<file path="src/icache_pkg.sv">
`default_nettype none

package icache_pkg;

    localparam int addr_w     = 32;  // fetch / memory byte address
    localparam int tag_w      = 20;
    localparam int index_w    = 8;   // 256 sets
    localparam int offset_w   = 2;   // word within a line
    localparam int word_w     = 32;
    localparam int line_w     = 128;
    localparam int line_words = 4;

    typedef logic [addr_w-1:0]   addr_t;
    typedef logic [tag_w-1:0]    tag_t;
    typedef logic [index_w-1:0]  index_t;
    typedef logic [offset_w-1:0] offset_t;
    typedef logic [word_w-1:0]   word_t;
    typedef logic [line_w-1:0]   line_t;   // word 0 in the low bits

    // controller states
    typedef enum logic [2:0] {
        st_idle,    // sample request, read arrays
        st_lookup,  // compare tags, deliver on hit
        st_refill,  // line fetch from next level
        st_fill,    // write line and tag into victim way
        st_flush    // drop all valid bits
    } ctrl_state_t;

endpackage

`default_nettype wire

</file>
<file path="src/icache_ctrl.sv">
`default_nettype none

module icache_ctrl
    import icache_pkg::*;
(
    input  logic    clk,
    input  logic    arst_n,
    input  logic    fetch_req,
    input  addr_t   fetch_addr,
    input  logic    flush,
    input  logic    hit,
    input  logic    hit_way,
    input  logic    way0_valid,
    input  logic    way1_valid,
    input  logic    lru_way,
    input  logic    refill_done,
    output logic    fetch_valid,
    output logic    miss_stall,
    output index_t  rd_index,
    output tag_t    cmp_tag,
    output offset_t offset,
    output logic    upd_lru,
    output logic    upd_way,
    output logic    fill_en,
    output logic    fill_way,
    output logic    inv_all,
    output logic    refill_start,
    output addr_t   refill_addr
);

    ctrl_state_t state_q;
    ctrl_state_t state_d;
    addr_t       req_addr_q;   // request being served
    logic        victim_q;
    logic        flush_pend_q;
    logic        take_req;
    index_t      req_index;
    index_t      new_index;

    assign cmp_tag   = req_addr_q[addr_w-1 -: tag_w];
    assign req_index = req_addr_q[addr_w-tag_w-1 -: index_w];
    assign offset    = req_addr_q[addr_w-tag_w-index_w-1 -: offset_w];
    assign new_index = fetch_addr[addr_w-tag_w-1 -: index_w];

    always_comb begin
        state_d = state_q;
        case (state_q)
            st_idle: begin
                if (flush || flush_pend_q) begin
                    state_d = st_flush;  // flush goes ahead of a request
                end else if (fetch_req) begin
                    state_d = st_lookup;
                end
            end
            st_lookup: begin
                state_d = hit ? st_idle : st_refill;
            end
            st_refill: begin
                if (refill_done) begin
                    state_d = st_fill;
                end
            end
            st_fill:  state_d = st_idle;  // idle re-reads the filled set
            st_flush: state_d = st_idle;
            default:  state_d = st_idle;
        endcase
    end

    assign take_req = (state_q == st_idle) && (state_d == st_lookup);

    always_ff @(posedge clk or negedge arst_n) begin
        if (!arst_n) begin
            state_q      <= st_idle;
            flush_pend_q <= 1'b0;
        end else begin
            state_q <= state_d;
            if (state_d == st_flush) begin
                flush_pend_q <= 1'b0;
            end else if (flush) begin
                flush_pend_q <= 1'b1;
            end
        end
    end

    always_ff @(posedge clk) begin
        if (take_req) begin
            req_addr_q <= fetch_addr;
        end
        if (refill_start) begin
            // invalid way first, then LRU
            if (!way0_valid) begin
                victim_q <= 1'b0;
            end else if (!way1_valid) begin
                victim_q <= 1'b1;
            end else begin
                victim_q <= lru_way;
            end
        end
    end

    // in idle the arrays are addressed straight from the fetch port
    assign rd_index = (state_q == st_idle) ? new_index : req_index;

    assign fetch_valid  = (state_q == st_lookup) && hit;
    assign miss_stall   = (state_q == st_refill) || (state_q == st_fill);
    assign upd_lru      = fetch_valid;
    assign upd_way      = hit_way;
    assign fill_en      = (state_q == st_fill);
    assign fill_way     = victim_q;
    assign inv_all      = (state_q == st_flush);
    assign refill_start = (state_q == st_lookup) && !hit;
    assign refill_addr  = {cmp_tag, req_index, {(addr_w-tag_w-index_w){1'b0}}};  // line base

endmodule

`default_nettype wire

</file>
<file path="config.mk">
export PLATFORM = sky130hd
export DESIGN_NAME = icache_ctrl
export DESIGN_NICKNAME = d
export VERILOG_FILES = /design/src/icache_pkg.sv /design/src/icache_ctrl.sv
export SDC_FILE = /design/constraint.sdc
export NUM_CORES = 1
export LEC_CHECK = 0
export BUFFER_PORTS_ARGS = -buffer_cell sky130_fd_sc_hd__buf_2
export CAP_MARGIN = 20
export CORE_UTILIZATION = 42
export DETAILED_ROUTE_END_ITERATION = 16
export PLACE_DENSITY = 0.84
export SETUP_SLACK_MARGIN = 0.05
export SLEW_MARGIN = 10
export SYNTH_ARGS = -nofsm -noshare
export SYNTH_HDL_FRONTEND = slang
export SYNTH_SLANG_ARGS = --single-unit
</file>
<file path="constraint.sdc">
create_clock -name clk -period 4.73 [get_ports clk]
set_input_delay 0.2365 -clock clk [delete_from_list [all_inputs] [get_ports clk]]
set_output_delay 0.2365 -clock clk [all_outputs]
set_load 0.1 [all_outputs]
</file>
Word-level counts from Yosys, hierarchy flattened --
Index checks and enable logic that the tools add are counted. W data, S select, Z words.
Word-level totals: bits in registers 37, input port bits 42
Operators by class: equal/unequal tests 6, muxes and demuxes 9, reduce and logical (&&, ||, !) cells 8
Operator list (number):
- $mux W3 | 3
- $pmux W3 S3 | 1
- $mux W8 | 1
- $eq A3 B1 Y1 const B | 2
- $eq A3 B2 Y1 const B | 2
- $eq A3 B3 Y1 const B | 2
- $logic_and A1 B1 Y1 | 3
- $logic_not A3 Y1 | 1
- $mux W1 | 3
- $logic_or A1 B1 Y1 | 2
- $mux W2 | 1
- $reduce_bool A2 Y1 | 1
- $logic_not A1 Y1 | 1

Depth between registers and ports, before layout --
Gate-level depths: netlist of run 1.
depth in word-level cells 5, mapped depth 4, gate-level depth less buffers 2

Worst setup path before layout of run 1 --
OpenSTA, ideal clock, no wires.
kind register -> register, from register state_q[1], to register victim_q (netlist: fill_way), enable pin, library setup time 0.506 ns, arrival time 3.728 ns, data required time 4.224 ns, slack 0.495 ns, stages on the path, launching flop included 3, clock period less this slack 4.235 ns, path through dfrtp_1 buf_6 nor4b_1
On the way: longest elaborated chain between the ends 2
Ends and longest elaborated chain:
- start, declared | RTL line icache_ctrl.sv:31 | ctrl_state_t state_q;
- start signal, assigned | RTL line icache_ctrl.sv:73 | state_q <= st_idle;
- start signal, assigned | RTL line icache_ctrl.sv:76 | state_q <= state_d;
- $eq A3 B1 Y1 | RTL line icache_ctrl.sv:111 | assign refill_start = (state_q == st_lookup) && !hit;
- $logic_and A1 B1 Y1 | RTL line icache_ctrl.sv:111
- named net refill_start | RTL line icache_ctrl.sv:27 | output logic refill_start,
- end signal, assigned | RTL line icache_ctrl.sv:96 | victim_q <= lru_way;
- end, declared | RTL line icache_ctrl.sv:34 | logic victim_q;
The timed path passes the listed nets, and every way through them passes these cells. A chain may end at the register's enable or synchronous reset.

Worst setup path in the final report of run 1 --
from register state_q[1], to register req_addr_q[15], enable pin
On the way: longest elaborated chain between the ends 5, elaborated cells on any way between the ends 9, those cells by class 3 x eq/ne; 4 x mux; 2 x reduce/logical
Ends and longest elaborated chain:
- $mux W3 | RTL line icache_ctrl.sv:51 | end else if (fetch_req) begin
- $mux W3 | RTL line icache_ctrl.sv:49 | if (flush || flush_pend_q) begin
- $pmux W3 S3 | RTL line icache_ctrl.sv:47 | case (state_q)
- $eq A3 B1 Y1 | RTL line icache_ctrl.sv:69 | assign take_req = (state_q == st_idle) && (state_d == st_lookup);
- $logic_and A1 B1 Y1 * | RTL line icache_ctrl.sv:69
- named net take_req | RTL line icache_ctrl.sv:36 | logic take_req;
- end signal, assigned | RTL line icache_ctrl.sv:87 | req_addr_q <= fetch_addr;
- end, declared | RTL line icache_ctrl.sv:33 | addr_t req_addr_q;
The timed path passes the listed nets; every way through them passes the cells marked *.

==> impl_metrics.json, run 1 <==
{
  "period_share_pct": 51.1,
  "finalMaxSlewViolations": 0,
  "outcome": "finished clean",
  "hold_viol": 0,
  "synth_top_family_by_area": "buffers and inverters",
  "diodes": 0,
  "final_common_cell": "buf_2",
  "synth_mux_area_share_pct": 6.12,
  "wl_mm": 2.66,
  "route.detailed.drc": 0,
  "cts_root_buf": "clkbuf_4",
  "synthDistinctLibCells": 23,
  "cts_resized": 0,
  "synth_compound_area_share_pct": 1.70,
  "die-area_um2": 3750,
  "drt_pass1_iterations": 4,
  "antenna_found_initial": 0,
  "cts_made_buffers": 5,
  "netlist_area_um2": 1470,
  "viasPerCell": 4.37,
  "synthTopCellsByArea": "edfxtp_1 (63%), buf_4 (13%), dfrtp_1 (6.8%)",
  "cp-end-kind": "flip-flop",
  "worstHoldPathType": "in2reg",
  "critical_path_class": "reg2reg",
  "grt_max_degree": 19,
  "wl_per_cell_um": 11.9,
  "syn_to_final_growth_pct": 29.9,
  "synth_area_per_cell_um2": 16.4,
  "start_util_pct": 44.1,
  "postCtsHoldBufs": 1,
  "die_y_um": 61.2,
  "clk_pin_slew_ns": 0.10,
  "synthAdderAreaFrac_pct": 0,
  "num_vias": 978,
  "hpwl_mm": 2.15,
  "ys_warn_count": 0,
  "track_usage_pct": 13.9,
  "core_um2": 3340,
  "skew_ns": 0.0109,
  "die_width_um": 61.2,
  "htreeDepth": 2,
  "pin_count": 112,
  "crit_required_ns": 4.74,
  "cts_tree": "done",
  "ys_seq_area_share_pct": 70.0,
  "gr-total-overflow": 0,
  "fillers": 300,
  "gp_congestion": 0.617,
  "relSlewSlack_pct": 51.8,
  "cts_sinks": 35,
  "grt_pass1_vias": 814,
  "clockBufferDepth": 2,
  "drtIter0Drc": 51,
  "most-common-layout-cells": "buf_2 (103), edfxtp_1 (31), mux2_2 (8)",
  "cp_max_fo": 18,
  "yosysTopAreaCell": "edfxtp_1",
  "insertion_delay_ns": 0.32,
  "layout-drive-gt1-share_pct": 68.5,
  "post_cts_buffers": 0,
  "nets": 219,
  "min_period_ns": 2.42,
  "synthSimpleGateAreaFrac_pct": 7.31,
  "ys_ff_latch": 35,
  "setup_viol": 0,
  "io_buffers": 103,
  "tightestPinTransition_ns": 0.720,
  "cap_violations": 0,
  "rsz0062_at_grt": "false",
  "antenna_left": 0,
  "syn_inst": 90,
  "row_count": 21,
  "synth.top_cell.area_share_pct": 63.2,
  "startpoint_type": "flip-flop",
  "grt_pass1_wl_mm": 3.57,
  "fin_setup_tns_ns": 0,
  "critPathArrivalTime_ns": 2.43,
  "clock.fmax_mhz": 414,
  "synth_xor_area_share_pct": 0
}
-- cells by family (layout without fill, tap and decap cells) --
family                 after synthesis  in the layout
AND/OR/NAND/NOR                     14             14
buffers and inverters               29            114
flip-flops                          35             35
AO/OA/AOI/OAI                        3              3
multiplexers                         8              8
other                                1              4
-- worst paths after layout --
path / slack, ns / end / cells after the start / startpoint
max: 2.31 / req_addr_q[15]$_DFFE_PP_ / 3 / state_q[1]$_DFF_PN0_
min: 0.08 / req_addr_q[3]$_DFFE_PP_ / 1 / fetch_addr[3]
max reg2reg: 2.31 / req_addr_q[15]$_DFFE_PP_ / 3 / state_q[1]$_DFF_PN0_
min reg2reg: 0.55 / flush_pend_q$_DFFE_PN0P_ / 2 / flush_pend_q$_DFFE_PN0P_
max in group asynchronous: 4.37 / state_q[1]$_DFF_PN0_ / 2 / arst_n
min in group asynchronous: 0.24 / state_q[0]$_DFF_PN0_ / 2 / arst_n
-- metal layers --
metal  track usage, %  vias to the layer above  share of wire (%)
li1                 -                      468                  -
met5                0                        -                  0
met4             7.79                        0                2.0
met3             6.72                        4                 11
met2             22.0                       68                 50
met1             15.4                      438                 37
-- state kept, by name, indices dropped and copies added, names as in the netlist --
name          cells
state_q           3
flush_pend_q      1
req_addr_q       30
fill_way          1
-- worst max-delay path, stage by stage (launching register included) --
cell,delay [ns]
dfrtp_1,0.49
nor3_2,0.63
and3_1,0.63
buf_4,0.35
-- stage by stage --
stage          worst slack (ns)  area (um^2)  hold slack, ns  std cells  utilization [%]
4_1_cts                    2.26         1910          0.0661        224             57.3
3_5_place_dp               2.30         1850          0.0488        215             55.5
5_1_grt                    2.06         1910          0.0521        224             57.3
6_report                   2.31         1910          0.0833        224             57.3
2_1_floorplan             0.495         1480         -0.0591         93                -
3_3_place_gp               2.25         1850          0.0477        215             55.5
-- area by class of cell --
| class | count | area (um^2) | area share [%] |
|---|---|---|---|
| clock buffers | 7 | 45.0 | 2.35 |
| clock inverters | 1 | 5.00 | 0.262 |
| inverters | 1 | 3.75 | 0.196 |
| multi-input cells | 29 | 238 | 12.4 |
| flip-flops and latches | 35 | 1030 | 53.9 |
| well taps | 46 | 57.6 | 3.01 |
| repair buffers | 105 | 533 | 27.9 |
-- cell usage after synthesis (all sizes together) --
cell	count
mux2	8
nor3b	1
and3	1
inv	1
a21boi	1
a211oi	1
nor2b	2
dfrtp	4
and4bb	1
nor4b	1
or4b	1
or2b	1
or3b	1
conb	1
a21oi	1
edfxtp	31
and3b	1
nor3	1
nand2	1
nor2	2
buf	28
Power of run 1 is not shown: default switching activity piles up to over one toggle a cycle in this logic, so the estimate is an artifact.
==> run 2, diff against run 1 <==
Settings changed: CORE_UTILIZATION 42 to 35, PLACE_DENSITY 0.84 to 0.75.
Clock period 4.73 ns to 1.95 ns, I/O delays scaled along.
==> run 2 against run 1 <==
Effect of this change:
- register-to-register slack got worse by 2.0 ns
- critical path type is now reg2out
- critical endpoint is now rd_index[1]
- design area up 20%
- utilization decreased by 0.34 points
- non-clock buffer count is 30 higher
- sequential share of layout area shrank 8.9 points
- first-iteration DRC count increased by 61%
- cell count rose by 15%
- clock-buffer cell count down 1
==> impl_metrics.json, run 2 (synthesis gave the netlist of run 1 again) <==
{
  "layout-drive-gt1-share_pct": 61.5,
  "outcome": "finished clean",
  "dp.cells": 222,
  "final_util_pct": 57.0,
  "final_cell_area_um2": 2300,
  "gr-total-overflow": 0,
  "core_um2": 4030,
  "p_total_mw": 3.99,
  "regMostFlops": "req_addr_q",
  "die_y_um": 66.9,
  "slowest_stage": "dfrtp_2",
  "hold_viol": 0,
  "critPathMostFrequentCell": "buf_4",
  "clock.fmax_mhz": 548,
  "wl_mm": 3.14,
  "io_buffers": 103,
  "reg.largest.list": "req_addr_q (30), state_q (3)",
  "die-area_um2": 4470,
  "min_period_ns": 1.82,
  "cap_violations": 0,
  "startpoint_type": "flip-flop",
  "critPathArrivalTime_ns": 1.73,
  "start_util_pct": 36.6,
  "slowest_delay_ns": 0.46,
  "worst_slack_ns": 0.125,
  "hold_start": "fetch_addr[11]",
  "worstHoldPathType": "in2reg",
  "grt_pass1_wl_mm": 4.42,
  "hold_path_depth": 1,
  "critical_path_class": "reg2out",
  "p_per_area_nw_per_um2": 1740,
  "track_usage_pct": 14.1,
  "antenna_found_initial": 0,
  "cts_tree": "done",
  "drtIter0Drc": 82,
  "cts_made_buffers": 5,
  "grt_max_degree": 19,
  "ff2ff_path_depth": 4,
  "cts_sinks": 35,
  "cts_root_buf": "clkbuf_8",
  "dp_slack_ns": 0.269,
  "final_common_cell": "buf_2",
  "clk_pin_slew_ns": 0.06,
  "route.detailed.drc": 0,
  "swShare_pct": 57.9,
  "p_sw_mw": 2.31,
  "hpwl_mm": 2.15,
  "setup_viol": 0,
  "period_share_pct": 93.6,
  "insertion_delay_ns": 0.28,
  "intPower_mw": 1.68,
  "fin_setup_tns_ns": 0,
  "pin_count": 112,
  "crit_chain": "nor3_2, buf_4, mux2_2, buf_4",
  "ir_drop_v": 0.00156,
  "gp_congestion": 0.652,
  "final_cells": 258,
  "viasPerCell": 4.33,
  "seqPwrFrac_pct": 26.1,
  "placedInstanceArea_um2": 1910,
  "clockBufferDepth": 2,
  "diodes": 0,
  "rsz0062_at_grt": "false",
  "crit_required_ns": 1.85,
  "p_comb_share_pct": 62.0,
  "wl_per_cell_um": 12.2,
  "leakage_nw": 1.04,
  "skew_ns": 0.00198,
  "htreeDepth": 2,
  "worstReg2RegStart": "state_q[0]$_DFF_PN0_",
  "row_count": 23,
  "syn_to_final_growth_pct": 55.9,
  "num_vias": 1116,
  "cp_max_fo": 11,
  "drt_pass1_iterations": 3,
  "nets": 249,
  "power.share.clock_pct": 11.9,
  "antenna_left": 0,
  "min_delay_worst_endpoint": "req_addr_q[11]$_DFFE_PP_",
  "largest_reg_flops": 30,
  "cp-end-kind": "primary output",
  "whs_ns": 0.0190,
  "reg2reg_to": "req_addr_q[25]$_DFFE_PP_",
  "die_width_um": 66.9,
  "grt_pass1_vias": 949,
  "finalMaxSlewViolations": 0,
  "most-common-layout-cells": "buf_2 (95), edfxtp_1 (31), dlygate4sd3_1 (28)",
  "r2r_slack_ns": 0.28
}
run 2: cell count changes in the layout (fill, tap and decap cells not counted), moves of 2 or more:
cell,previous run,this run
dlygate4sd3_1,1,28
buf_4,1,11
buf_2,103,95
clkbuf_4,5,0
clkbuf_8,0,5
clkinv_1,0,2
run 2: final cells by class:
cell class / count / area, um^2
Clock buffer: 6 / 72.6
Clock inverter: 2 / 7.51
Fill cell: 334 / 1730
Inverter: 1 / 3.75
Multi-Input combinational cell: 29 / 259
Sequential cell: 35 / 1030
Tap cell: 50 / 62.6
Timing Repair Buffer: 135 / 858
run 2: repair_timing:
action / CTS / global route
hold buffers: 28 / 0
gates resized for setup: 8 / 1
setup buffers: 0 / 0
setup endpoints to repair: 8 / 8
hold endpoints to repair: 31 / 0
run 2: worst max-delay path, delay by kind of cell, from the launching register on:
family                 cells  cell delay, ns
and+or+nand+nor            1            0.19
buffers and inverters      2            0.44
DFF                        1            0.46
muxes                      1            0.36
run 2: worst max path at each step:
stage / from / end / cells past startpoint
after global placement: state_q[0]$_DFF_PN0_ / req_addr_q[28]$_DFFE_PP_ / 4
after global routing: state_q[0]$_DFF_PN0_ / rd_index[1] / 4
final: state_q[0]$_DFF_PN0_ / rd_index[1] / 4
after floorplan: state_q[1]$_DFF_PN0_ / fill_way$_SDFFCE_PN0N_ / 2
after CTS: state_q[0]$_DFF_PN0_ / rd_index[2] / 4
after detailed placement: state_q[0]$_DFF_PN0_ / req_addr_q[25]$_DFFE_PP_ / 4
run 2: routing by layer:
layer  share of wire (%)  wire length, um  global-route usage, %
met5                   0                0                      0
met4                 2.3               72                   7.98
met3                 7.7              241                   3.60
met2                  54             1710                   25.1
met1                  36             1120                   15.0
run 2: power groups by stage:
stage          sequential (mW)  combinational, mW  clock, mW
2_1_floorplan             1.58               1.61          0
3_3_place_gp              1.05               2.37          0
3_5_place_dp              1.06               2.38          0
4_1_cts                   1.04               2.48      0.501
5_1_grt                   1.06               2.55      0.525
6_report                  1.04               2.47      0.476
Power figures use the tool's default switching activity.
