==> src/icache_pkg.sv <==
`default_nettype none

package icache_pkg;

    localparam int addr_w     = 32;  // fetch / memory byte address
    localparam int tag_w      = 20;
    localparam int index_w    = 8;   // 256 sets
    localparam int offset_w   = 2;   // word within a line
    localparam int word_w     = 32;
    localparam int line_w     = 128;
    localparam int line_words = 4;

    typedef logic [addr_w-1:0]   addr_t;
    typedef logic [tag_w-1:0]    tag_t;
    typedef logic [index_w-1:0]  index_t;
    typedef logic [offset_w-1:0] offset_t;
    typedef logic [word_w-1:0]   word_t;
    typedef logic [line_w-1:0]   line_t;   // word 0 in the low bits

    // controller states
    typedef enum logic [2:0] {
        st_idle,    // sample request, read arrays
        st_lookup,  // compare tags, deliver on hit
        st_refill,  // line fetch from next level
        st_fill,    // write line and tag into victim way
        st_flush    // drop all valid bits
    } ctrl_state_t;

endpackage

`default_nettype wire

==> src/icache_refill.sv <==
`default_nettype none

module icache_refill
    import icache_pkg::*;
(
    input  logic                  clk,
    input  logic                  arst_n,
    input  logic                  refill_start,
    input  addr_t                 refill_addr,
    input  logic                  wb_ack,
    input  word_t                 wb_dat_i,
    output logic                  refill_done,
    output line_t                 refill_line,
    output logic                  wb_cyc,
    output logic                  wb_stb,
    output addr_t                 wb_adr,
    output logic                  wb_we,
    output logic [word_w/8-1:0]   wb_sel
);

    logic    busy_q;   // line in progress
    logic    cyc_q;
    logic    done_q;
    offset_t beat_q;
    addr_t   base_q;
    line_t   line_q;
    logic    last_beat;
    logic    beat_ack;

    assign beat_ack  = cyc_q && wb_ack;
    assign last_beat = (beat_q == offset_t'(line_words - 1));

    always_ff @(posedge clk or negedge arst_n) begin
        if (!arst_n) begin
            busy_q <= 1'b0;
            cyc_q  <= 1'b0;
            done_q <= 1'b0;
            beat_q <= '0;
        end else begin
            done_q <= 1'b0;
            if (refill_start) begin
                busy_q <= 1'b1;
                cyc_q  <= 1'b1;
                beat_q <= '0;
            end else if (beat_ack) begin
                cyc_q <= 1'b0;  // cycle drops between beats
                if (last_beat) begin
                    busy_q <= 1'b0;
                    done_q <= 1'b1;
                end else begin
                    beat_q <= beat_q + 1'b1;
                end
            end else if (busy_q && !cyc_q) begin
                cyc_q <= 1'b1;  // next single read
            end
        end
    end

    always_ff @(posedge clk) begin
        if (refill_start) begin
            base_q <= refill_addr;
        end
        if (beat_ack) begin
            line_q <= {wb_dat_i, line_q[line_w-1:word_w]};  // word 0 ends up lowest
        end
    end

    assign wb_cyc      = cyc_q;
    assign wb_stb      = cyc_q;
    assign wb_adr      = base_q + (addr_t'(beat_q) << 2);  // word stride
    assign wb_we       = 1'b0;   // reads only
    assign wb_sel      = '1;
    assign refill_done = done_q;
    assign refill_line = line_q;  // held until the next refill

endmodule

`default_nettype wire

==> config.mk <==
export PLATFORM = sky130hd
export DESIGN_NAME = icache_refill
export DESIGN_NICKNAME = d
export VERILOG_FILES = /design/src/icache_pkg.sv /design/src/icache_refill.sv
export SDC_FILE = /design/constraint.sdc
export NUM_CORES = 1
export LEC_CHECK = 0
export ABC_AREA = 1
export BUFFER_PORTS_ARGS = -buffer_cell sky130_fd_sc_hd__buf_4
export CAP_MARGIN = 20
export CORE_UTILIZATION = 48
export DETAILED_ROUTE_END_ITERATION = 16
export PLACE_DENSITY_LB_ADDON = 0.05
export SLEW_MARGIN = 20
export SYNTH_ARGS = -nofsm -noshare
export SYNTH_HDL_FRONTEND = slang
export SYNTH_SLANG_ARGS = --single-unit
==> constraint.sdc <==
create_clock -name clk -period 3.9 [get_ports clk]
set_input_delay 0.78 -clock clk [delete_from_list [all_inputs] [get_ports clk]]
set_output_delay 0.78 -clock clk [all_outputs]
set_load 0.02 [all_outputs]
After elaboration in Yosys (flattened, before gate mapping)
Cells that the tools add are included. W data, S select, Z words.

Add/subtract/negate cells: 2. Equality and inequality tests: 2. Muxes and demuxes: 12. Reductions and logical operators: 8.

Operators with widths (count): $add A32 B4 Y32 (1); $mux W1 (9); $mux W2 (3); $reduce_and A2 Y1 (2); $reduce_bool A2 Y1 (2); $reduce_bool A3 Y1 (1); $add A2 B1 Y2 const B (1); $eq A2 B2 Y1 const B (1); $logic_and A1 B1 Y1 (2); $ne A2 B2 Y1 const B (1); $logic_not A1 Y1 (1).

Flip-flop bits (word level): 165. Input bits: 68. Output and inout bits: 168. Logic and storage cells: 30.

Longest topological paths before layout
Gate-level depths: netlist (run 1).

Depth after elaboration: 5. Mapped depth: 9. Gate-level depth less buffers: 9.

Least setup slack after synthesis (run 1)
Ideal clock, no wire load.

Path type: input to register. Start: input port wb_ack. End: register line_q[0] (netlist: refill_line[0]) (enable). Library setup time: 0.481 ns. Arrival: 3.365 ns. Data required time: 3.419 ns. Setup slack: 0.055 ns. Stages: 2. Buffers on the path: 0. Cells stage by stage: nand2_1 -> inv_1.

Longest elaborated chain between the ends: 1.

RTL lines: from (decl) (line icache_refill.sv:10) `input logic wb_ack,`; $logic_and A1 B1 Y1 (line icache_refill.sv:30) `assign beat_ack = cyc_q && wb_ack;`; named net beat_ack (line icache_refill.sv:28) `logic beat_ack;`; to (signal assigned) (line icache_refill.sv:64) `line_q <= {wb_dat_i, line_q[line_w-1:word_w]};`; to (decl) (line icache_refill.sv:26) `line_t line_q;`.

The timed path passes the listed nets, and every way through them passes these cells. A chain may end at the register's enable or synchronous reset.

Worst setup path in the final report (run 1)
Start: register beat_q[0]. End: output port wb_adr[18].

Longest elaborated chain between the ends: 1.

RTL lines: from (decl) (line icache_refill.sv:24) `offset_t beat_q;`; from (signal assigned) (line icache_refill.sv:51) `beat_q <= beat_q + 1'b1;`; $add A32 B4 Y32 (line icache_refill.sv:70) `assign wb_adr = base_q + (addr_t'(beat_q) << 2);`; to (decl) (line icache_refill.sv:16) `output addr_t wb_adr,`.

Every way passes these cells.

==> flow_summary.rst, run 1 <==
.. list-table::
   :header-rows: 1

   * - Metric
     - Value
   * - CTS Hold Buffers Added
     - 0
   * - Routability cong.
     - about 0.91
   * - H-Tree Level Count
     - 4
   * - First-iteration detailed-routing DRC count
     - between 100 and 150
   * - VDD IR-drop max
     - roughly 0.39 mV
   * - Post-Synthesis Cell Area
     - approximately 5900 um2
   * - Clock group share of total power
     - 0.361
   * - Crit end category
     - output pin
   * - Die Wd
     - 113 um
   * - Static Leakage
     - 3.43 nW
   * - Share of post-route cells with drive strength above 1
     - 0.424
   * - Later-pin clock latency in the skew report
     - between 0.4 and 0.5 ns
   * - Synth cell types
     - 21
   * - Num CTS Buffers
     - 17
   * - Global-route wire length before repair
     - around 19,000 um
   * - Via count
     - between 3,000 and 4,000
   * - Final critical delay including setup and external delays
     - roughly 3.1 ns
   * - Half-perimeter wire length of the detailed placement result
     - between 9000 and 10,000 um
   * - Final count of hold timing violations
     - 0
   * - Path category of the worst min-delay check
     - in -> async
   * - Critical path start-end classification
     - reg -> out
   * - Clock Tree Root
     - sky130_fd_sc_hd__clkbuf_16
   * - Number of antenna cells inserted
     - 0
   * - Internal Dissipation
     - 3.11 mW
   * - Top cell type by total area after synthesis
     - sky130_fd_sc_hd__edfxtp_1
   * - Total setup violations reported at the end of the flow
     - 0
   * - Part of the cycle the worst path needs
     - 0.803
   * - Worst slew pin tran
     - 0.661 ns
   * - Number of remaining DRC errors
     - 0
   * - Library cell with the highest instance count after synthesis
     - sky130_fd_sc_hd__edfxtp_1
   * - Routed length per instance
     - approximately 16 um
   * - Fmax
     - 319 MHz
   * - Leading register cell type out of synthesis
     - sky130_fd_sc_hd__edfxtp_1
   * - Post-CTS Repair Setup Buffers
     - 0
   * - Multi-input gate area
     - between 800 and 900 um2
   * - Initial antenna violation count
     - 0
   * - Via count of the first global-routing pass
     - between 3,000 and 4,000
   * - Post-synth EDFFs
     - 160
   * - Proportion of power drawn by flip-flops and latches
     - 0.519
   * - Total of cells resized after clock tree synthesis
     - 0
   * - Accumulated negative setup slack
     - 0 ns
   * - Wire length reported by the detailed router
     - approximately 13,000 um
   * - Vias per inst
     - 4.82
   * - P_sw
     - between 1 and 1.5 mW
   * - Number of core rows
     - 40
   * - Kind of start point of the critical path
     - flop
   * - Number of nets with antenna violations after routing
     - 0
   * - Clk sinks
     - 165
   * - Switching part of the total power
     - 0.249
   * - Bufs on Longest Clock Path
     - 2
   * - Post-Route Skew
     - approximately 0.007 ns
   * - Starting Density
     - 0.493
   * - Number of nets at the end of the flow
     - 688
   * - Required @ worst endpoint
     - 3.12 ns
   * - Core outline area
     - roughly 12,000 um2
   * - Fillers
     - approximately 860
   * - Share of the synthesized area in the top cell type
     - 0.811
   * - Clock input transition at the sequential cells of the worst setup and hold paths
     - around 0.060 ns
   * - Area added between synthesis and finish
     - 40.9%
   * - Area taken by flip-flops and latches
     - slightly below 5000 um2
   * - Top fanout value on the critical path
     - 5
   * - Post-synthesis async set-or-reset flop share
     - 0.0303
   * - Die Outline Area
     - 12,800 um2
   * - RSZ-0062 raised after global routing
     - no
   * - DRT Pass-1 Iters
     - 4
   * - Overall Global Routing Usage
     - 0.204
   * - Number of register bits inferred by synthesis
     - ~170
   * - Portion of the post-synthesis area used by sequential elements
     - 0.832
   * - WHS
     - between 0.1 and 0.15 ns
   * - Result of the run
     - finished clean
   * - Dominant cells by area after synthesis
     - sky130_fd_sc_hd__edfxtp_1, sky130_fd_sc_hd__nand2_1, sky130_fd_sc_hd__nor2_1
   * - Arrival time worst endpoint
     - approximately 2.4 ns
   * - Number of synthesis warnings
     - 0
   * - Normalized max-slew margin
     - 0.559
   * - Number of primary I/O pins
     - around 240
   * - Pin count of the biggest net entering global routing
     - 54
   * - Pwr per Cell Area
     - slightly below 500 nW/um2
   * - Total congestion overflow after global routing
     - 0
   * - Synth Area per Inst
     - around 16 um2
   * - MaxCap Viol Count
     - 0
   * - Commonest cells in the netlist
     - sky130_fd_sc_hd__edfxtp_1, sky130_fd_sc_hd__nand2_1, sky130_fd_sc_hd__nor2_1
   * - CTS tree
     - built
   * - IO Port Bufs
     - 230
   * - Overall die height
     - ~110 um
   * - Final count of pins violating max slew
     - 0
   * - Logic gate share of total power
     - 0.120
   * - Number of standard cells after synthesis
     - 370
[per-layer routing]
metal,part of all wire,track usage
met5,0,0
met3,0.098,0.0964
met4,0.017,0.0886
met2,0.52,0.348
met1,0.36,0.215
[cell usage in the layout, fill, tap and decap left out, types with 5 or more instances in the layout]
cell type / n
sky130_fd_sc_hd__buf_4: 231
sky130_fd_sc_hd__conb_1: 5
sky130_fd_sc_hd__nand3b_1: 12
sky130_fd_sc_hd__inv_1: 13
sky130_fd_sc_hd__dfrtp_1: 5
sky130_fd_sc_hd__edfxtp_1: 160
sky130_fd_sc_hd__xor2_1: 9
sky130_fd_sc_hd__nor2_1: 48
sky130_fd_sc_hd__nand2_1: 88
sky130_fd_sc_hd__xnor2_1: 6
sky130_fd_sc_hd__clkbuf_16: 17
[stage by stage]
stage	instances	util	cell area, um2	power [mW]	setup WS [ns]
after floorplan	373	-	5940	2.42	0.0548
after global placement	744	0.651	7820	2.68	1.29
after detailed placement	744	0.651	7820	2.69	1.22
after CTS	776	0.695	8350	4.19	0.743
after global routing	776	0.695	8350	4.29	0.637
final	776	0.695	8350	4.15	0.768
[state kept, by name, summed over array words and instances (netlist names)]
register,flops
refill_line,128
base_q,32
beat_q,2
busy_q,1
refill_done,1
wb_cyc,1
[critical path: stages (launching register included)]
cell and delay [ns]:
sky130_fd_sc_hd__dfrtp_1 0.42, sky130_fd_sc_hd__ha_1 0.25, sky130_fd_sc_hd__fa_1 0.47, sky130_fd_sc_hd__nand3_2 0.17, sky130_fd_sc_hd__inv_1 0.09, sky130_fd_sc_hd__nand2_1 0.15
sky130_fd_sc_hd__nor2_1 0.08, sky130_fd_sc_hd__xor2_1 0.16, sky130_fd_sc_hd__buf_4 0.17
[power by group through the flow]
| stage | clock network (mW) | logic [mW] | registers, mW |
|---|---|---|---|
| global route | 1.60 | 0.524 | 2.16 |
| finish | 1.50 | 0.496 | 2.15 |
| detailed placement | 0 | 0.500 | 2.19 |
| floorplan | 0 | 0.137 | 2.29 |
| global placement | 0 | 0.497 | 2.18 |
| CTS | 1.53 | 0.502 | 2.15 |
[worst paths after layout]
check,startpoint,cells past startpoint,to,slack (ns)
max,beat_q[0],8,wb_adr[18],0.77
min,arst_n,1,wb_cyc,0.15
max reg2reg,wb_cyc,3,refill_line[110],1.94
min reg2reg,refill_line[122],0,refill_line[90],0.45
max in group asynchronous,arst_n,1,beat_q[0],3.64
min in group clk,refill_line[122],0,refill_line[90],0.45
[layout make-up]
cell class,instances,area share
flip-flops and latches,165,0.591
repair buffers,232,0.210
multi-input cells,186,0.107
clock inverters,13,0.0115
well taps,147,0.0220
clock buffers,19,0.0519
inverters,14,0.00660
[cell families after synthesis]
family          Yosys count  share of synthesized area
compound gates            4                    0.00359
xor+xnor                 15                     0.0222
fa+ha+maj                 4                    0.00971
buf+inv                  22                     0.0190
flops                   165                      0.832
other cells               2                    0.00127
simple gates            158                      0.112
Power figures use the tool's default switching activity.
==> run 2, diff against run 1 <==
--- a/config.mk
+++ b/config.mk
@@ -5,10 +5,10 @@
 export SDC_FILE = /design/constraint.sdc
 export NUM_CORES = 1
 export LEC_CHECK = 0
-export ABC_AREA = 1
+export ABC_AREA = 0
 export BUFFER_PORTS_ARGS = -buffer_cell sky130_fd_sc_hd__buf_4
 export CAP_MARGIN = 20
-export CORE_UTILIZATION = 48
+export CORE_UTILIZATION = 43
 export DETAILED_ROUTE_END_ITERATION = 16
 export PLACE_DENSITY_LB_ADDON = 0.05
 export SLEW_MARGIN = 20
==> constraint.sdc (replaced) <==
create_clock -name clk -period 2.5 [get_ports clk]
set_input_delay 0.5 -clock clk [delete_from_list [all_inputs] [get_ports clk]]
set_output_delay 0.5 -clock clk [all_outputs]
set_load 0.02 [all_outputs]
==> run 2 against run 1 <==
The flow now finishes with violations (setup timing). Clock-buffer cell count decreased by 2. Global-route usage decreased by 3.8 points. Final cell count decreased by 5.5%. Highest routed layer unchanged. Critical endpoint is now wb_adr[30]. Largest cell class unchanged. Largest power group unchanged.
==> flow_summary.rst, run 2 <==
.. list-table::
   :header-rows: 1

   * - Metric
     - Value
   * - Result of the run
     - finished with violations
   * - Failing checks
     - setup timing
   * - Final count of pins violating max slew
     - 0 (unchanged)
   * - Portion of the post-synthesis area used by sequential elements
     - 0.868 (+0.0357)
   * - Placement Cell Area
     - 7690 um2 (-1.6%)
   * - Kind of start point of the critical path
     - flop
   * - Largest register FFs
     - 128 (unchanged)
   * - Largest stage delay on the critical path
     - 0.56 ns (+0.09 ns)
   * - Leading register cell type out of synthesis
     - sky130_fd_sc_hd__edfxtp_1
   * - Via count
     - 3,354 (-10%)
   * - Synth cell types
     - 30 (+43%)
   * - MaxCap Viol Count
     - 0 (unchanged)
   * - Accumulated negative setup slack
     - -1.88 ns (-1.88 ns)
   * - Part of the cycle the worst path needs
     - 1.05
   * - Synth Area in Simple Gates
     - 0.0562 (-0.0562)
   * - Required @ worst endpoint
     - 2.00 ns (-1.12 ns)
   * - Post-route standard cell area excluding fillers
     - 8610 um2 (+3.1%)
   * - Number of register bits inferred by synthesis
     - 165 (unchanged)
   * - Synth Area per Inst
     - 20.4 um2 (+28%)
   * - Global-route wire length before repair
     - 16,100 um (-15%)
   * - Number of core rows
     - 41 (+2.5%)
   * - Arrival time worst endpoint
     - 2.13 ns (-0.22 ns)
   * - Overall die height
     - 117 um (+3.4%)
   * - Dominant cells by area after synthesis
     - sky130_fd_sc_hd__edfxtp_1, sky130_fd_sc_hd__xnor2_1, sky130_fd_sc_hd__dfrtp_1
   * - Vias per inst
     - 4.58 (-5.0%)
   * - Routed length per instance
     - 16.2 um (-1.2%)
   * - Worst reg-to-reg setup slack
     - 0.93 ns (-1.01 ns)
   * - Pin count of the biggest net entering global routing
     - 38 (-30%)
   * - Overall Global Routing Usage
     - 0.166 (-0.0380)
   * - Number of synthesis warnings
     - 0 (unchanged)
   * - Later-pin clock latency in the skew report
     - 0.41 ns (about the same)
   * - Worst path buffer plus inverter count
     - 1 (-1)
   * - Total setup violations reported at the end of the flow
     - 25 (+25)
   * - VDD IR-drop max
     - 0.523 mV (+34%)
   * - Starting Density
     - 0.445 (-0.0485)
   * - Post-Route Skew
     - 0.00563 ns (-0.00122 ns)
   * - Die Wd
     - 117 um (+3.4%)
   * - Die Outline Area
     - 13,700 um2 (+6.9%)
   * - Sequence of cells on the critical path
     - nand4_1, or4_4, nor4_4, xnor2_1, buf_4
   * - First-iteration detailed-routing DRC count
     - 131 (-11%)
   * - Number of primary I/O pins
     - 236 (unchanged)
   * - Slowest-stage cell, CP
     - sky130_fd_sc_hd__or4_4
   * - Path category of the worst min-delay check
     - in -> reg
   * - Top cell type by total area after synthesis
     - sky130_fd_sc_hd__edfxtp_1
   * - H-Tree Level Count
     - 4 (unchanged)
   * - Routability cong.
     - 0.783 (-14%)
   * - Bufs on Longest Clock Path
     - 2 (unchanged)
   * - Critical path start-end classification
     - reg -> out
   * - Number of nets at the end of the flow
     - 624 (-9.3%)
   * - Top fanout value on the critical path
     - 6 (+1)
   * - Post-synth EDFFs
     - 160 (unchanged)
   * - Cell family with most CP delay
     - simple AND/OR/NAND/NOR gates
   * - Static Leakage
     - 3.48 nW (+1.6%)
   * - Total congestion overflow after global routing
     - 0 (unchanged)
   * - Area added between synthesis and finish
     - 51.5%
   * - Final count of hold timing violations
     - 0 (unchanged)
   * - IO Port Bufs
     - 230 (unchanged)
   * - Initial antenna violation count
     - 0 (unchanged)
   * - CTS tree
     - built
   * - Pwr per Cell Area
     - 750 nW/um2 (+51%)
   * - Post-Synthesis Cell Area
     - 5680 um2 (-4.1%)
   * - Fraction of the mapped netlist area in adder cells
     - 0.0101 (+0.000417)
   * - Total power draw
     - 6.45 mW (+56%)
   * - RSZ-0062 raised after global routing
     - yes
   * - Clock input transition at the sequential cells of the worst setup and hold paths
     - 0.06 ns (about the same)
   * - Most common cell after layout, fill and taps aside
     - sky130_fd_sc_hd__buf_4
   * - Combinational family with the most area after synthesis
     - simple AND/OR/NAND/NOR gates
   * - Number of standard cells after synthesis
     - 278 (-25%)
   * - WHS
     - 0.261 ns (+0.111 ns)
   * - Post-synthesis async set-or-reset flop share
     - 0.0303 (unchanged)
   * - Final critical delay including setup and external delays
     - between 2 and 3 ns
   * - Worst-case setup margin in the final layout
     - -0.134 ns (-0.902 ns)
   * - Half-perimeter wire length of the detailed placement result
     - 8300 um (-10%)
   * - Commonest cells in the netlist
     - sky130_fd_sc_hd__edfxtp_1, sky130_fd_sc_hd__xnor2_1, sky130_fd_sc_hd__xor2_1
   * - Number of remaining DRC errors
     - 0 (unchanged)
   * - Core outline area
     - 12,800 um2 (+6.3%)
   * - Number of nets with antenna violations after routing
     - 0 (unchanged)
   * - DRT Pass-1 Iters
     - 4 (unchanged)
   * - Clk sinks
     - 165 (unchanged)
   * - Crit end category
     - output pin
   * - Fmax
     - 380 MHz
   * - Via count of the first global-routing pass
     - 3,242 (-12%)
   * - Clock Tree Root
     - sky130_fd_sc_hd__clkbuf_16
   * - Share of the synthesized area in the top cell type
     - 0.846 (+0.0348)
   * - Share of the synthesized area in compound gates (AO/OA/AOI/OAI)
     - 0.00396 (+0.000374)
   * - Fraction of synthesized cell area in xor and xnor cells
     - 0.0447 (+0.0225)
   * - Number of antenna cells inserted
     - 0 (unchanged)
   * - Most frequent cells in the layout
     - sky130_fd_sc_hd__buf_4, sky130_fd_sc_hd__edfxtp_1, sky130_fd_sc_hd__clkbuf_16
   * - Library cell with the highest instance count after synthesis
     - sky130_fd_sc_hd__edfxtp_1
   * - Share of post-route cells with drive strength above 1
     - 0.570 (+0.146)
   * - Wire length reported by the detailed router
     - 11,900 um (-6.7%)
   * - Share of cell area taken by muxes after synthesis
     - 0 (unchanged)
   * - Num CTS Buffers
     - 17 (unchanged)
run 2: changes by cell type after synthesis, sizes merged, moves of 3 or more:
cell    delta
and4       +3
nand3b    -12
nor3       +7
xor2       +5
xnor2      +9
nor4       +3
nand4      +7
nand2     -77
inv        -8
nand3      +3
nor2      -41
run 2: through the flow:
stage               setup slack (ns)  std cells  utilization
floorplan                     -0.339        281            -
global route                  -0.222        733        0.674
global placement              0.0537        682        0.602
detailed placement            0.0118        682        0.602
finish                        -0.134        733        0.674
CTS                           -0.106        727        0.666
run 2: per-layer routing:
metal  share of wire  up-vias  GRT usage  routed length, um
met5               0        -          0                  0
met3            0.12       11      0.102               1420
met1            0.35     1607      0.165               4130
li1                -     1591          -                  -
met4           0.011        0     0.0549                131
met2            0.52      145      0.284               6170
run 2: cell families (layout without fill, tap and decap cells):
family	Yosys count	count (layout)
compound gates	4	4
simple gates	58	58
xor+xnor	29	29
other cells	2	5
fa+ha+maj	4	4
buf+inv	16	296
flops	165	165
run 2: final cells by class:
type	instances	area, um2
tap	172	215
clock inverter	11	91.3
fill	906	4170
clock buffer	17	425
inverter	6	26.3
timing repair buffer	262	2020
multi-input combinational	100	895
sequential	165	4930
run 2: path summary, 6_finish.rpt:
check | start | endpoint | depth (start not counted)
worst max-delay path | base_q[12] | wb_adr[30] | 5
worst min-delay path | refill_addr[5] | base_q[5] | 1
worst max register to register | wb_cyc | refill_line[54] | 3
worst min register to register | refill_line[126] | refill_line[94] | 0
max in group asynchronous | arst_n | wb_cyc | 2
min in group asynchronous | arst_n | beat_q[0] | 2
run 2: where the power goes:
group	internal, mW	switching, mW	leakage (nW)
clock network	1.33	0.951	0.233
logic	0.368	0.455	1.65
registers	3.25	0.0934	1.60
total	4.95	1.50	3.48
run 2: timing repair:
action,in CTS,in global routing
endpoints found under the setup margin,23,25
hold buffers,1,0
setup buffers,16,6
endpoints found under the hold margin,5,0
gates resized for setup,37,10
pin swaps,18,20
